**src/common/tdm_pkg.sv**
```systemverilog
// TDM multiplier shared constants, FSM encodings and operand/result structs
`default_nettype none

package tdm_pkg;

    // Q8.8 signed fixed point
    localparam int DATA_W = 16;
    localparam int FRAC_W = 8;
    localparam int PROD_W = 2 * DATA_W;

    // Lane count and index width
    localparam int NUM_LANES  = 4;
    localparam int LANE_IDX_W = 2;

    // One shift-add iteration per multiplier bit
    localparam int MUL_CYCLES = 16;
    localparam int MUL_CNT_W  = 4;

    // Largest positive Q8.8 value, used when clipping
    localparam logic [DATA_W-1:0] SAT_MAG = 16'h7fff;

    // Frame scheduler states
    localparam int             STATE_W = 2;
    localparam logic [STATE_W-1:0] ST_IDLE = 2'd0;
    localparam logic [STATE_W-1:0] ST_CALC = 2'd1;
    localparam logic [STATE_W-1:0] ST_DONE = 2'd2;

    // Multiplicand in the upper half, multiplier in the lower half
    typedef struct packed {
        logic [DATA_W-1:0] a;
        logic [DATA_W-1:0] b;
    } operand_t;

    // Signed product with sticky clip flag
    typedef struct packed {
        logic [DATA_W-1:0] product;
        logic              overflow;
    } result_t;

endpackage

`default_nettype wire

```
**src/fixed_mul/shift_add_core.sv**
```systemverilog
// Unsigned sequential shift-add multiplier, one multiplier bit per cycle
`timescale 1ns/1ps
`default_nettype none

module shift_add_core
    import tdm_pkg::*;
(
    input  wire               ctl_clk,
    input  wire               ctl_rst,
    input  wire               start,
    input  wire  [DATA_W-1:0] a,
    input  wire  [DATA_W-1:0] b,
    output logic              ready,
    output logic              done,
    output logic [PROD_W-1:0] product
);

    logic [MUL_CNT_W-1:0] count;
    logic                 running;
    logic                 load;
    logic                 last_step;
    logic [PROD_W-1:0]    mcand;
    logic [DATA_W-1:0]    mplier;

    assign load      = start && ready;
    assign last_step = running && (count == MUL_CNT_W'(MUL_CYCLES - 1));

    // Control: load cycle, then MUL_CYCLES iterations
    always_ff @(posedge ctl_clk) begin
        if (!ctl_rst) begin
            running <= 1'b0;
            ready   <= 1'b1;
            done    <= 1'b0;
            count   <= '0;
        end else begin
            done <= 1'b0;
            if (load) begin
                running <= 1'b1;
                ready   <= 1'b0;
                count   <= '0;
            end else if (running) begin
                count <= count + 1'b1;
                if (last_step) begin
                    running <= 1'b0;
                    ready   <= 1'b1;
                    done    <= 1'b1;
                end
            end
        end
    end

    // Datapath, accumulator doubles as the product
    always_ff @(posedge ctl_clk) begin
        if (load) begin
            product <= '0;
            mcand   <= {{(PROD_W - DATA_W){1'b0}}, a};
            mplier  <= b;
        end else if (running) begin
            if (mplier[0]) begin
                product <= product + mcand;
            end
            mcand  <= mcand << 1;
            mplier <= mplier >> 1;
        end
    end

endmodule

`default_nettype wire

```
**src/fixed_mul/fixed_mul.sv**
```systemverilog
// Signed Q8.8 multiplier wrapping the shift-add core with sign handling and clipping
`timescale 1ns/1ps
`default_nettype none

module fixed_mul
    import tdm_pkg::*;
(
    input  wire           ctl_clk,
    input  wire           ctl_rst,
    input  wire           mul_start,
    input  wire operand_t mul_operands,
    output logic          mul_ready,
    output logic          mul_done,
    output result_t       mul_result
);

    logic [DATA_W-1:0] mag_a;
    logic [DATA_W-1:0] mag_b;
    logic [PROD_W-1:0] product;
    logic [DATA_W-1:0] slice;
    logic [DATA_W-1:0] clipped;
    logic              overflow;
    logic              neg_q;

    // Two's complement magnitudes, -32768 maps to 0x8000
    assign mag_a = mul_operands.a[DATA_W-1] ? -mul_operands.a : mul_operands.a;
    assign mag_b = mul_operands.b[DATA_W-1] ? -mul_operands.b : mul_operands.b;

    // Result sign taken when the core accepts the operands
    always_ff @(posedge ctl_clk) begin
        if (mul_start && mul_ready) begin
            neg_q <= mul_operands.a[DATA_W-1] ^ mul_operands.b[DATA_W-1];
        end
    end

    shift_add_core u_core (
        .ctl_clk (ctl_clk),
        .ctl_rst (ctl_rst),
        .start   (mul_start),
        .a       (mag_a),
        .b       (mag_b),
        .ready   (mul_ready),
        .done    (mul_done),
        .product (product)
    );

    // Q16.16 product back to Q8.8
    assign slice = product[FRAC_W +: DATA_W];

    // Any integer bits above the slice, or a slice past the signed range
    assign overflow = (|product[PROD_W-1:FRAC_W+DATA_W]) || (slice > SAT_MAG);
    assign clipped  = overflow ? SAT_MAG : slice;

    always_comb begin
        mul_result.product  = neg_q ? -clipped : clipped;
        mul_result.overflow = overflow;
    end

endmodule

`default_nettype wire

```
**src/source/lane_slot.sv**
```systemverilog
// Lane slot holding one captured operand pair and its latest product with overflow
`timescale 1ns/1ps
`default_nettype none

module lane_slot
    import tdm_pkg::*;
(
    input  wire           ctl_clk,
    input  wire           ctl_rst,
    input  wire           capture,
    input  wire           wr_en,
    input  wire operand_t operands_in,
    output operand_t      operands_held,
    input  wire result_t  result_in,
    output result_t       result
);

    // Operands frozen for the whole frame
    always_ff @(posedge ctl_clk) begin
        if (capture) begin
            operands_held <= operands_in;
        end
    end

    // Result only changes on this lane's write-back
    always_ff @(posedge ctl_clk) begin
        if (!ctl_rst) begin
            result <= '0;
        end else if (wr_en) begin
            result <= result_in;
        end
    end

endmodule

`default_nettype wire

```
**src/source/frame_sched.sv**
```systemverilog
// Frame scheduler stepping the shared multiplier through every lane and strobing write-backs
`timescale 1ns/1ps
`default_nettype none

module frame_sched
    import tdm_pkg::*;
(
    input  wire                  ctl_clk,
    input  wire                  ctl_rst,
    input  wire                  frame_start,
    output logic                 busy,
    output logic                 frame_done,
    output logic                 capture,
    input  wire operand_t        lane_operands [NUM_LANES],
    output logic [NUM_LANES-1:0] wr_en,
    output operand_t             mul_operands,
    output logic                 mul_start,
    input  wire                  mul_ready,
    input  wire                  mul_done
);

    logic [STATE_W-1:0]    state;
    logic [LANE_IDX_W-1:0] lane_idx;
    logic                  in_flight;
    logic                  last_lane;

    assign busy       = (state == ST_CALC);
    assign frame_done = (state == ST_DONE);

    // Lanes latch their inputs on the accepting edge
    assign capture = frame_start && !busy;

    assign last_lane    = (lane_idx == LANE_IDX_W'(NUM_LANES - 1));
    assign mul_operands = lane_operands[lane_idx];

    always_comb begin
        for (int i = 0; i < NUM_LANES; i++) begin
            wr_en[i] = busy && mul_done && (lane_idx == LANE_IDX_W'(i));
        end
    end

    always_ff @(posedge ctl_clk) begin
        if (!ctl_rst) begin
            state    <= ST_IDLE;
            lane_idx <= '0;
        end else begin
            case (state)
                ST_CALC: begin
                    if (mul_done) begin
                        if (last_lane) begin
                            state <= ST_DONE;
                        end else begin
                            lane_idx <= lane_idx + 1'b1;
                        end
                    end
                end
                ST_IDLE, ST_DONE: begin
                    // A new frame may start in the done cycle
                    if (capture) begin
                        state    <= ST_CALC;
                        lane_idx <= '0;
                    end else begin
                        state <= ST_IDLE;
                    end
                end
                default: begin
                    state <= ST_IDLE;
                end
            endcase
        end
    end

    // One start per lane, held off until that lane's done
    always_ff @(posedge ctl_clk) begin
        if (!ctl_rst) begin
            mul_start <= 1'b0;
            in_flight <= 1'b0;
        end else begin
            mul_start <= busy && mul_ready && !mul_start && !in_flight;
            if (mul_start) begin
                in_flight <= 1'b1;
            end else if (mul_done) begin
                in_flight <= 1'b0;
            end
        end
    end

endmodule

`default_nettype wire

```
**src/source/tdm_mul_top.sv**
```systemverilog
// TDM multiplier top level joining the lane slots, frame scheduler and shared multiplier
`timescale 1ns/1ps
`default_nettype none

module tdm_mul_top
    import tdm_pkg::*;
(
    input  wire           ctl_clk,
    input  wire           ctl_rst,
    input  wire operand_t operands [NUM_LANES],
    input  wire           frame_start,
    output logic          busy,
    output logic          frame_done,
    output result_t       results [NUM_LANES]
);

    operand_t             lane_held [NUM_LANES];
    logic                 capture;
    logic [NUM_LANES-1:0] wr_en;

    // Shared multiplier handshake
    operand_t mul_operands;
    logic     mul_start;
    logic     mul_ready;
    logic     mul_done;
    result_t  mul_result;

    for (genvar i = 0; i < NUM_LANES; i++) begin : g_lane
        lane_slot u_lane (
            .ctl_clk       (ctl_clk),
            .ctl_rst       (ctl_rst),
            .capture       (capture),
            .wr_en         (wr_en[i]),
            .operands_in   (operands[i]),
            .operands_held (lane_held[i]),
            .result_in     (mul_result),
            .result        (results[i])
        );
    end

    frame_sched u_sched (
        .ctl_clk       (ctl_clk),
        .ctl_rst       (ctl_rst),
        .frame_start   (frame_start),
        .busy          (busy),
        .frame_done    (frame_done),
        .capture       (capture),
        .lane_operands (lane_held),
        .wr_en         (wr_en),
        .mul_operands  (mul_operands),
        .mul_start     (mul_start),
        .mul_ready     (mul_ready),
        .mul_done      (mul_done)
    );

    fixed_mul u_mul (
        .ctl_clk      (ctl_clk),
        .ctl_rst      (ctl_rst),
        .mul_start    (mul_start),
        .mul_operands (mul_operands),
        .mul_ready    (mul_ready),
        .mul_done     (mul_done),
        .mul_result   (mul_result)
    );

endmodule

`default_nettype wire

```
**config.mk**
```make
export PLATFORM = sky130hd
export DESIGN_NAME = tdm_mul_top
export DESIGN_NICKNAME = d
export VERILOG_FILES = /design/src/common/tdm_pkg.sv /design/src/fixed_mul/shift_add_core.sv /design/src/fixed_mul/fixed_mul.sv /design/src/source/lane_slot.sv /design/src/source/frame_sched.sv /design/src/source/tdm_mul_top.sv
export SDC_FILE = /design/constraint.sdc
export NUM_CORES = 1
export LEC_CHECK = 0
export BUFFER_PORTS_ARGS = -buffer_cell sky130_fd_sc_hd__buf_4
export CAP_MARGIN = 20
export CORE_MARGIN = 2
export CORE_UTILIZATION = 55
export CTS_CLUSTER_SIZE = 16
export DETAILED_ROUTE_END_ITERATION = 8
export GPL_ROUTABILITY_DRIVEN = 0
export PLACE_DENSITY = 0.78
export SYNTH_ARGS = -nofsm -noshare
export SYNTH_HDL_FRONTEND = slang
export SYNTH_SLANG_ARGS = --single-unit
```
**constraint.sdc**
```tcl
create_clock -name ctl_clk -period 8.7 [get_ports ctl_clk]
set_input_delay 1.305 -clock ctl_clk [delete_from_list [all_inputs] [get_ports ctl_clk]]
set_output_delay 1.305 -clock ctl_clk [all_outputs]
set_load 0.01 [all_outputs]
```
# Yosys cells after proc, flatten, opt, wreduce, memory -nomap -nowiden

Cells that the tools add are included.

$add $sub $neg: 6
Multipliers: 0
Div/mod/pow operators: 0
Order comparisons: 2
Eq/ne operators: 10
Shifts and indexed selects: 0
Mux-type cells: 28
Bitwise logic cells: 4
Reduce and logical (&&, ||, !) cells: 29

Operators by type and width:

| operator                                                                          | number |
|---|---|
| 16-bit two-way mux                                                                | 8 |
| 32-bit binary-select mux with 2-bit select                                        | 1 |
| 32-bit two-way mux                                                                | 2 |
| 16-bit negation                                                                   | 3 |
| 32-bit adder                                                                      | 1 |
| 16-bit by 15-bit greater-than comparator with 1-bit output, second input constant | 1 |
| 1-bit logical AND                                                                 | 11 |
| 1-bit two-way mux                                                                 | 10 |
| 2-bit two-way mux                                                                 | 5 |
| 2-bit one-hot mux with 2 select lines                                             | 2 |
| 2-bit nonzero test                                                                | 4 |
| 8-bit OR reduction                                                                | 1 |
| 2-bit equality test, second input constant                                        | 3 |
| 2-bit != test, second input constant                                              | 3 |
| 2-bit AND reduction                                                               | 3 |
| 4-bit by 1-bit adder with 4-bit output, second input constant                     | 1 |
| 2-bit by 1-bit equality test with 1-bit output, second input constant             | 2 |
| 4-bit equality test, second input constant                                        | 1 |
| 2-bit zero test                                                                   | 2 |
| 4-bit AND reduction                                                               | 1 |
| 2-bit OR reduction                                                                | 2 |
| 3-bit >= comparator, second input constant                                        | 1 |
| 1-bit zero test                                                                   | 3 |
| 2-bit NOT with 3-bit output                                                       | 1 |
| 6 further kinds                                                                   | 7 |

Bits in registers: 290
Bits in latches: 0
Memory bits (writable): 0
Memory bits (read-only): 0
Input port bits: 131
Output and inout port bits: 70
Memories kept: 0

# Logic depth before layout (Yosys ltp)

Gate-level depths: netlist (run 1).

Word-level depth: 7
Mapped depth: 14
Mapped depth without buffers: 12

# Hierarchy

A second synthesis (run 1) with hierarchy kept.

Cell total of the unflattened synthesis: 1148
Area, all modules: 13628.1 µm²

Modules (own cells, without submodules):

| module         | times used | cells each | area each (µm²) |
|---|---|---|---|
| lane_slot      | 4          | 86         | 1612.8 |
| shift_add_core | 1          | 554        | 4863.4 |
| fixed_mul      | 1          | 174        | 1166.1 |
| frame_sched    | 1          | 76         | 1147.4 |

# Least setup slack after synthesis (run 1)

OpenSTA, ideal clock, no wires.

Kind: input -> register
From: in frame_start
To: reg g_lane[0].u_lane.operands_held[0] in the netlist's numbering, enable pin
Setup time: 0.629 ns
Data arrival time: 6.853 ns
Data required time: 8.071 ns
Slack: 1.218 ns
Stages on the path: 1
Path buffers: 0
Cell sequence: nor2b_1

Longest elaborated chain between the ends: 1

Ends and longest elaborated chain:

| element                | RTL line          | RTL |
|---|---|---|
| start: declaration     | tdm_mul_top.sv:11 | `input wire frame_start,` |
| 1-bit logical AND      | frame_sched.sv:31 | `assign capture = frame_start && !busy;` |
| end signal: assignment | lane_slot.sv:21   | `operands_held <= operands_in;` |
| end: declaration       | lane_slot.sv:13   | `output operand_t operands_held,` |

Every way passes these cells.
A chain may end at the register's enable or synchronous reset.

# Worst setup path in the final report (run 1)

From: reg u_mul.u_core.product[31]
To: reg g_lane[0].u_lane.result[13] in the netlist's numbering

Longest elaborated chain between the ends: 5

Ends and longest elaborated chain:

| element                  | RTL line             | RTL |
|---|---|---|
| start: declaration       | shift_add_core.sv:15 | `output logic [PROD_W-1:0] product` |
| start signal: assignment | shift_add_core.sv:60 | `product <= product + mcand;` |
| 8-bit OR reduction (*)   | fixed_mul.sv:51      | `assign overflow = (\|product[PROD_W-1:FRAC_W+DATA_W]) \|\| (slice > SAT_MAG);` |
| 1-bit logical OR (*)     | fixed_mul.sv:51      |  |
| 16-bit two-way mux (*)   | fixed_mul.sv:52      | `assign clipped = overflow ? SAT_MAG : slice;` |
| 16-bit negation          | fixed_mul.sv:55      | `mul_result.product = neg_q ? -clipped : clipped;` |
| 16-bit two-way mux (*)   | fixed_mul.sv:55      |  |
| end signal: assignment   | lane_slot.sv:30      | `result <= result_in;` |
| end: declaration         | lane_slot.sv:15      | `output result_t result` |

Every way passes the cells marked *; elsewhere a longest branch is shown, timed or not.

==> results of run 1 <==
==> power groups by stage <==
| stage | registers [mW] | clock network [mW] | logic (mW) |
|---|---|---|---|
| detailed placement | 1.66 | 0 | 0.677 |
| CTS | 1.63 | 1.40 | 0.685 |
| global placement | 1.66 | 0 | 0.665 |
| global route | 1.64 | 1.45 | 0.772 |
| finish | 1.64 | 1.38 | 0.690 |
| floorplan | 1.64 | 0 | 0.509 |
==> cells by family after synthesis <==
family,after synthesis,synth area share (%)
DFF,290,56.2
buffers and inverters,76,2.40
adders and majority gates,40,3.85
AOI/OAI and AO/OA,274,13.3
xor gates and xnor gates,61,4.04
and+or+nand+nor,377,13.1
muxes,52,7.21
==> through the flow <==
stage / util, % / instance area [um2] / hold slack (ns) / total power, mW / setup slack [ns]
floorplan: - / 13200 / 0.392 / 2.15 / 1.22
global placement: 63.5 / 14900 / 0.397 / 2.32 / 5.06
detailed placement: 63.5 / 14900 / 0.405 / 2.34 / 5.01
CTS: 68.1 / 16000 / 0.413 / 3.72 / 5.11
global route: 68.1 / 16000 / 0.433 / 3.86 / 4.71
finish: 68.1 / 16000 / 0.410 / 3.70 / 5.02
==> path summary, 6_finish.rpt <==
path         slack (ns)                      from                          end
max                5.02  u_mul.u_core.product[31]  g_lane[0].u_lane.result[13]
min                0.41         u_sched.in_flight            u_sched.mul_start
max reg2reg        5.02  u_mul.u_core.product[31]  g_lane[0].u_lane.result[13]
min reg2reg        0.41         u_sched.in_flight            u_sched.mul_start
==> sequential cells by signal (all words and copies together), names as in the netlist, 2 cells and up <==
name                         count
g_lane.u_lane.operands_held    128
g_lane.u_lane.result            68
u_mul.u_core.count               4
u_mul.u_core.mcand              32
u_mul.u_core.mplier             16
u_mul.u_core.product            32
u_sched.lane_idx                 2
u_sched.state                    2
==> cells in the final DEF (no fill, tap or decap), types with 3 or more instances in the layout <==
cell       count
buf_4        210
edfxtp_1     161
nand2_1      158
dfxtp_1      128
nor2_1       107
a21oi_1       91
o21ai_0       68
ha_1          39
xnor2_1       33
clkbuf_16     31
xor2_1        28
o211a_1       24
mux4_2        20
mux2i_1       19
nor3_1        17
inv_1         16
nor3b_1       16
a21boi_0      14
a21o_1        14
nor2b_1       12
mux4_1        11
nand3_1       11
a31oi_1        9
nand2b_1       9
nand4_1        7
clkinv_1       7
a211o_1        7
and2_1         6
o21ai_1        6
or3_1          6
and3_1         6
bufinv_16      6
or2_2          5
o21a_1         5
and4_1         4
a211oi_1       4
o211ai_1       4
clkbuf_1       4
a21oi_2        3
nor4b_1        3
==> area by class of cell <==
type | instances | share of cell area (%)
Clock buffer | 36 | 5.02
Clock inverter | 19 | 1.73
Inverter | 18 | 0.422
Multi-Input combinational cell | 804 | 34.2
Sequential cell | 290 | 46.3
Tap cell | 319 | 2.49
Timing Repair Buffer | 210 | 9.84
==> routing by layer <==
layer  part of all wire (%)  vias up  GRT usage (%)
met5                      0        -              0
met4                    3.0        0           7.23
met3                    5.9       66           3.83
met2                     49      346           39.3
met1                     42     4535           31.6
li1                       -     4647              -
==> summary.txt, run 1 <==
Run status
  – Outcome: finished, final reports clean

Timing
  – RSZ-0062 raised after global routing: false
  – Setup violators final: 0
  – Final TNS setup: 0 ns
  – Final period util: 42.3%
  – Max Clk Rate: roughly 0.27 GHz
  – Min cycle time layout: approximately 3.7 ns
  – Setup Skew: roughly 0.050 ns
  – Worst slew pin tran: between 1 and 1.5 ns
  – Final Hold Viols: 0
  – Worst rel slew slack: 32.4%
  – Final Max Slew Viols: 0

Hold path
  – Worst hold path type: reg2reg
  – Hold Crit Depth: 1

Route
  – Vias/cell: 5.66
  – Via count: 9594
  – Pre-antenna DRT Iters: 5
  – Average routed wire per standard cell: between 15 and 20 um
  – Drt first-iter violations: just over 800
  – DRC violations left: 0
  – Routed Antenna Nets: 0
  – Total detailed-routing wirelength: 30200 um

Yosys
  – Netlist cell types: between 60 and 70
  – Synthesized net count: between 1k and 1.5k
  – Post-synth EDFFs: 161
  – Synth warnings: 0
  – #FFs+latches synth: 290
  – Mapped Area: about 0.013 mm2
  – Primary FF master, synth: edfxtp_1
  – Synth top cells by count: 161 x edfxtp_1, 159 x nand2_1, 129 x dfxtp_1
  – Sequential element share of the synthesized area: a little under three fifths
  – Biggest area consumer among synthesized cells: edfxtp_1
  – Avg Inst Size Synth: between 10 and 15 um2
  – Synth area leaders: edfxtp_1 37%, dfxtp_1 20%, nand2_1 4.5%, ha_1 3.7%, a21oi_1 3.4%
  – Most frequent cell after synthesis: edfxtp_1
  – Synth top area share: 36.6%
  – Ys async rst share: 0%
  – Cells after Synth: approximately 1.2k

Setup path
  – Critical Path Fanout Max: 21
  – WP buf/inv: 0
  – CP max-delay cell: nand4_1
  – Data arrival, critical path: ~4.1 ns
  – Crit path capture type: flop
  – R2R depth: 12
  – Worst Setup Path Type: reg2reg
  – Worst Setup Start Kind: flop
  – CP max stage delay: approximately 0.67 ns
  – Cell repeated most along the worst path: nand2_1
  – Critical-path cell list: nor3_1 > nand4_1 > nor2_1 > ha_1 > nor3b_1 > nand2_1 > nor3_1 > nand2b_1 > nand2_1 > xor2_1 > nand2_1 > o211a_1
  – Worst endpoint required time: approximately 9.1 ns
  – Delay-heaviest family, CP: simple AND/OR/NAND/NOR gates
  – Critical Path Stages: 12

Floorplan
  – Die width: about 160 um
  – Core ar.: about 0.024 mm2
  – IO Pins: approximately 200
  – Floorplan row count: between 50 and 60
  – Die Height: between 150 and 200 um
  – Initial core utilization: a little under three fifths
  – Die area: 0.0253 mm2

Final layout
  – Area growth, synth to finish: 21.4%
  – Antenna cells: 0
  – Final Non-Filler Cells: roughly 1.7k
  – Layout cells sized above 1: a little over a fifth
  – Multi-input gate area: 0.00549 mm2
  – Filler Cell Count: between 1.5k and 2k
  – Storage cell area: between 0.007 and 0.008 mm2
  – NumNets Final: around 1.5k

Power and ir drop
  – Logic pwr share: approximately a fifth
  – Reg power frac: about 44%
  – P_sw: between 1 and 1.5 mW
  – Worst IR Drop VDD: around 0.00017 V
  – Switch share: ~28%
  – P_leak: about 6.7 nW
  – Clock power frac: 37.2%
  – Int Power: 2.68 mW
  – Pwr Density: ~230 mW/mm2

Place
  – Hpwl dp: ~21000 um
  – Placed cells: roughly 1.6k
  – IO buf count: 200

Clock network
  – Clock Latency Late Sink: 0.58 ns
  – Resize count post-CTS: 0
  – TritonCTS Buffers: 30
  – Total clock sinks: a little under 300
  – Clock tree buffer depth: 3
  – Hold Buf Count CTS: 0
  – H-tree Lvls: 1
  – Clk slew on worst S/H paths: 0.06 ns
  – Root Buffer: clkbuf_16
  – CTS tree: built
  – # Post-CTS Setup Buffers: 0

GRT
  – Initial antenna violation count: 0
  – First-pass GRT wire length: 48400 um
  – Overflow after GRT: 0
  – Total global-route track usage: around a quarter
  – Largest net degree at the start of global routing: between 70 and 80
  – Vias in the first global route: 9295

Job
  – Max-Cap Viols: 0
Power figures use the tool's default switching activity.
==> run 2, diff against run 1 <==
--- a/config.mk
+++ b/config.mk
@@ -8,11 +8,11 @@
 export BUFFER_PORTS_ARGS = -buffer_cell sky130_fd_sc_hd__buf_4
 export CAP_MARGIN = 20
 export CORE_MARGIN = 2
-export CORE_UTILIZATION = 55
+export CORE_UTILIZATION = 52
 export CTS_CLUSTER_SIZE = 16
 export DETAILED_ROUTE_END_ITERATION = 8
 export GPL_ROUTABILITY_DRIVEN = 0
-export PLACE_DENSITY = 0.78
+export PLACE_DENSITY = 0.77
 export SYNTH_ARGS = -nofsm -noshare
 export SYNTH_HDL_FRONTEND = slang
 export SYNTH_SLANG_ARGS = --single-unit
==> constraint.sdc (replaced) <==
create_clock -name ctl_clk -period 3.35 [get_ports ctl_clk]
set_input_delay 0.5025 -clock ctl_clk [delete_from_list [all_inputs] [get_ports ctl_clk]]
set_output_delay 0.5025 -clock ctl_clk [all_outputs]
set_load 0.01 [all_outputs]
==> run 2 against run 1 <==
Effect of this change:
- maximum frequency rose by 17%
- worst setup slack got worse by 4.8 ns
- global-route usage fell by 1.6 points
- final cell count rose by 1.5%
- clock power rose by 140%
- non-clock buffer count rose by 14
- critical path type unchanged
- largest cell class unchanged
==> summary.txt, run 2 (synthesis results as in run 1) <==
Setup path
  – Worst endpoint required time: 3.77 ns (-5.37 ns)
  – Crit. Startpoint: u_mul.u_core.mcand[0]
  – WP buf/inv: 0 (unchanged)
  – Crit path capture type: flop
  – Delay-heaviest family, CP: compound AO/OA/AOI/OAI gates
  – CP max stage delay: 0.39 ns (-0.28 ns)
  – Worst Setup Start Kind: flop
  – Critical-path cell list: ha_1 > fa_2 > a21oi_2 > o221ai_2 > a41o_1 > a211o_1 > a311oi_2 > nor2_1 > a311oi_2 > xor2_1 > a21oi_1
  – Cell repeated most along the worst path: a311oi_2
  – Data arrival, critical path: 3.56 ns (-0.56 ns)
  – Critical Path Fanout Max: 3 (-86%)
  – Worst Setup Path Type: reg2reg
  – CP max-delay cell: edfxtp_1
  – Origin of the critical flop-to-flop path: u_mul.u_core.mcand[0]

GRT
  – Vias in the first global route: 9240 (-0.59%)
  – Overflow after GRT: 0 (unchanged)
  – Initial antenna violation count: 0 (unchanged)
  – Total global-route track usage: 21.8% (-1.6 points)
  – Largest net degree at the start of global routing: 66 (-14%)
  – First-pass GRT wire length: 46800 um (-3.4%)

Clock network
  – Clock Latency Late Sink: 0.55 ns (-0.03 ns)
  – CTS tree: built
  – Total clock sinks: 290 (unchanged)
  – Clock tree buffer depth: 3 (unchanged)
  – Clk slew on worst S/H paths: 0.06 ns (about the same)
  – TritonCTS Buffers: 30 (unchanged)
  – Root Buffer: clkbuf_16
  – H-tree Lvls: 1 (unchanged)

Floorplan
  – Die area: 0.0267 mm2 (+5.6%)
  – Core ar.: 0.0250 mm2 (+6.3%)
  – Die Height: 163 um (+2.8%)
  – Floorplan row count: 58 (+3.6%)
  – Initial core utilization: 52.8% (-3.3 points)
  – Die width: 163 um (+2.8%)
  – IO Pins: 201 (unchanged)

Final layout
  – Commonest non-fill, non-tap cell in the layout: buf_4
  – Layout cells sized above 1: 22.7% (+1.0 points)
  – Filler Cell Count: 1901 (+11%)
  – Antenna cells: 0 (unchanged)
  – NumNets Final: 1539 (+0.92%)
  – Final Non-Filler Cells: 1721 (+1.5%)
  – Post-Layout Inst Area: 0.0161 mm2 (+0.41%)
  – Registers with the most flip-flops: g_lane.u_lane.operands_held (128), g_lane.u_lane.result (68)
  – Biggest register: g_lane.u_lane.operands_held
  – Most frequent cells in the layout: 222 x buf_4, 161 x edfxtp_1, 158 x nand2_1
  – Flip-flop count of the largest register after layout: 128 (unchanged)
  – Area growth, synth to finish: 21.9%

Timing
  – Setup Skew: 0.0100 ns (-0.0401 ns)
  – Final Hold Viols: 0 (unchanged)
  – Final TNS setup: 0 ns (unchanged)
  – Max Clk Rate: 0.318 GHz (+17%)
  – Final period util: 93.9% (+52 points)
  – RSZ-0062 raised after global routing: false
  – Worst rel slew slack: 31.3% (-1.1 points)
  – Worst slew pin tran: 1.03 ns (+0.0169 ns)
  – Final Max Slew Viols: 0 (unchanged)
  – Setup violators final: 0 (unchanged)
  – Min cycle time layout: 3.15 ns (-0.535 ns)

Place
  – Placed cell area: 0.0151 mm2 (+0.86%)
  – Placed cells: 1664 (+1.4%)
  – Hpwl dp: 20800 um (-0.37%)
  – IO buf count: 200 (unchanged)

Power and ir drop
  – P_leak: 6.72 nW (+0.73%)
  – Pwr Density: 584 mW/mm2 (+150%)
  – Power, Total: 9.40 mW (+150%)
  – Worst IR Drop VDD: 0.000622 V (+260%)

Route
  – Via count: 9552 (-0.44%)
  – Pre-antenna DRT Iters: 5 (unchanged)
  – Total detailed-routing wirelength: 29200 um (-3.1%)
  – DRC violations left: 0 (unchanged)
  – Average routed wire per standard cell: 17.0 um (-4.5%)
  – Vias/cell: 5.55 (-1.9%)
  – Drt first-iter violations: 644 (-22%)
  – Routed Antenna Nets: 0 (unchanged)

Hold path
  – Hold Startpoint: operands[50]
  – Worst hold path type: in2reg

Run status
  – Outcome: finished, final reports clean

Job
  – Max-Cap Viols: 0 (unchanged)
run 2: timing repair:
| item | CTS | global route |
|---|---|---|
| endpoints found under the setup margin | 0 | 2 |
| hold buffers | 0 | 0 |
| gates resized for setup | 0 | 1 |
| setup buffers | 0 | 2 |
run 2: layout make-up:
| cell class | instances | area [um2] | share of cell area, % |
|---|---|---|---|
| inverter | 18 | 67.6 | 0.420 |
| clock buffer | 49 | 943 | 5.86 |
| multi-input combinational | 804 | 5490 | 34.1 |
| sequential | 290 | 7420 | 46.1 |
| tap | 330 | 413 | 2.57 |
| timing repair buffer | 224 | 1710 | 10.6 |
| clock inverter | 6 | 58.8 | 0.365 |
run 2: routing by layer:
| metal | part of all wire [%] | GRT usage [%] | vias up |
|---|---|---|---|
| met5 | 0 | 0 | - |
| met4 | 2.2 | 6.15 | 0 |
| met3 | 5.6 | 3.22 | 56 |
| met2 | 48 | 36.7 | 278 |
| met1 | 44 | 29.6 | 4543 |
| li1 | - | - | 4675 |
run 2: final timing paths:
check / end / slack (ns) / cells past startpoint
max: u_mul.u_core.product[24] / 0.20 / 11
min reg2reg: u_sched.mul_start / 0.42 / 1
min: g_lane[2].u_lane.operands_held[18] / 0.13 / 1
max reg2reg: u_mul.u_core.product[24] / 0.20 / 11
run 2: through the flow:
step	setup WS, ns	util [%]	hold WS [ns]
6_report	0.205	64.3	0.126
2_1_floorplan	0.347	-	0.392
5_1_grt	0.00861	64.3	0.103
3_3_place_gp	0.204	60.2	0.398
3_5_place_dp	0.169	60.2	0.406
4_1_cts	0.162	64.2	0.107
run 2: power by group:
part	total (mW)	internal (mW)	switching [mW]
sequential	4.24	4.05	0.187
clock	3.30	1.99	1.32
combinational	1.86	0.764	1.09
total	9.40	6.80	2.60
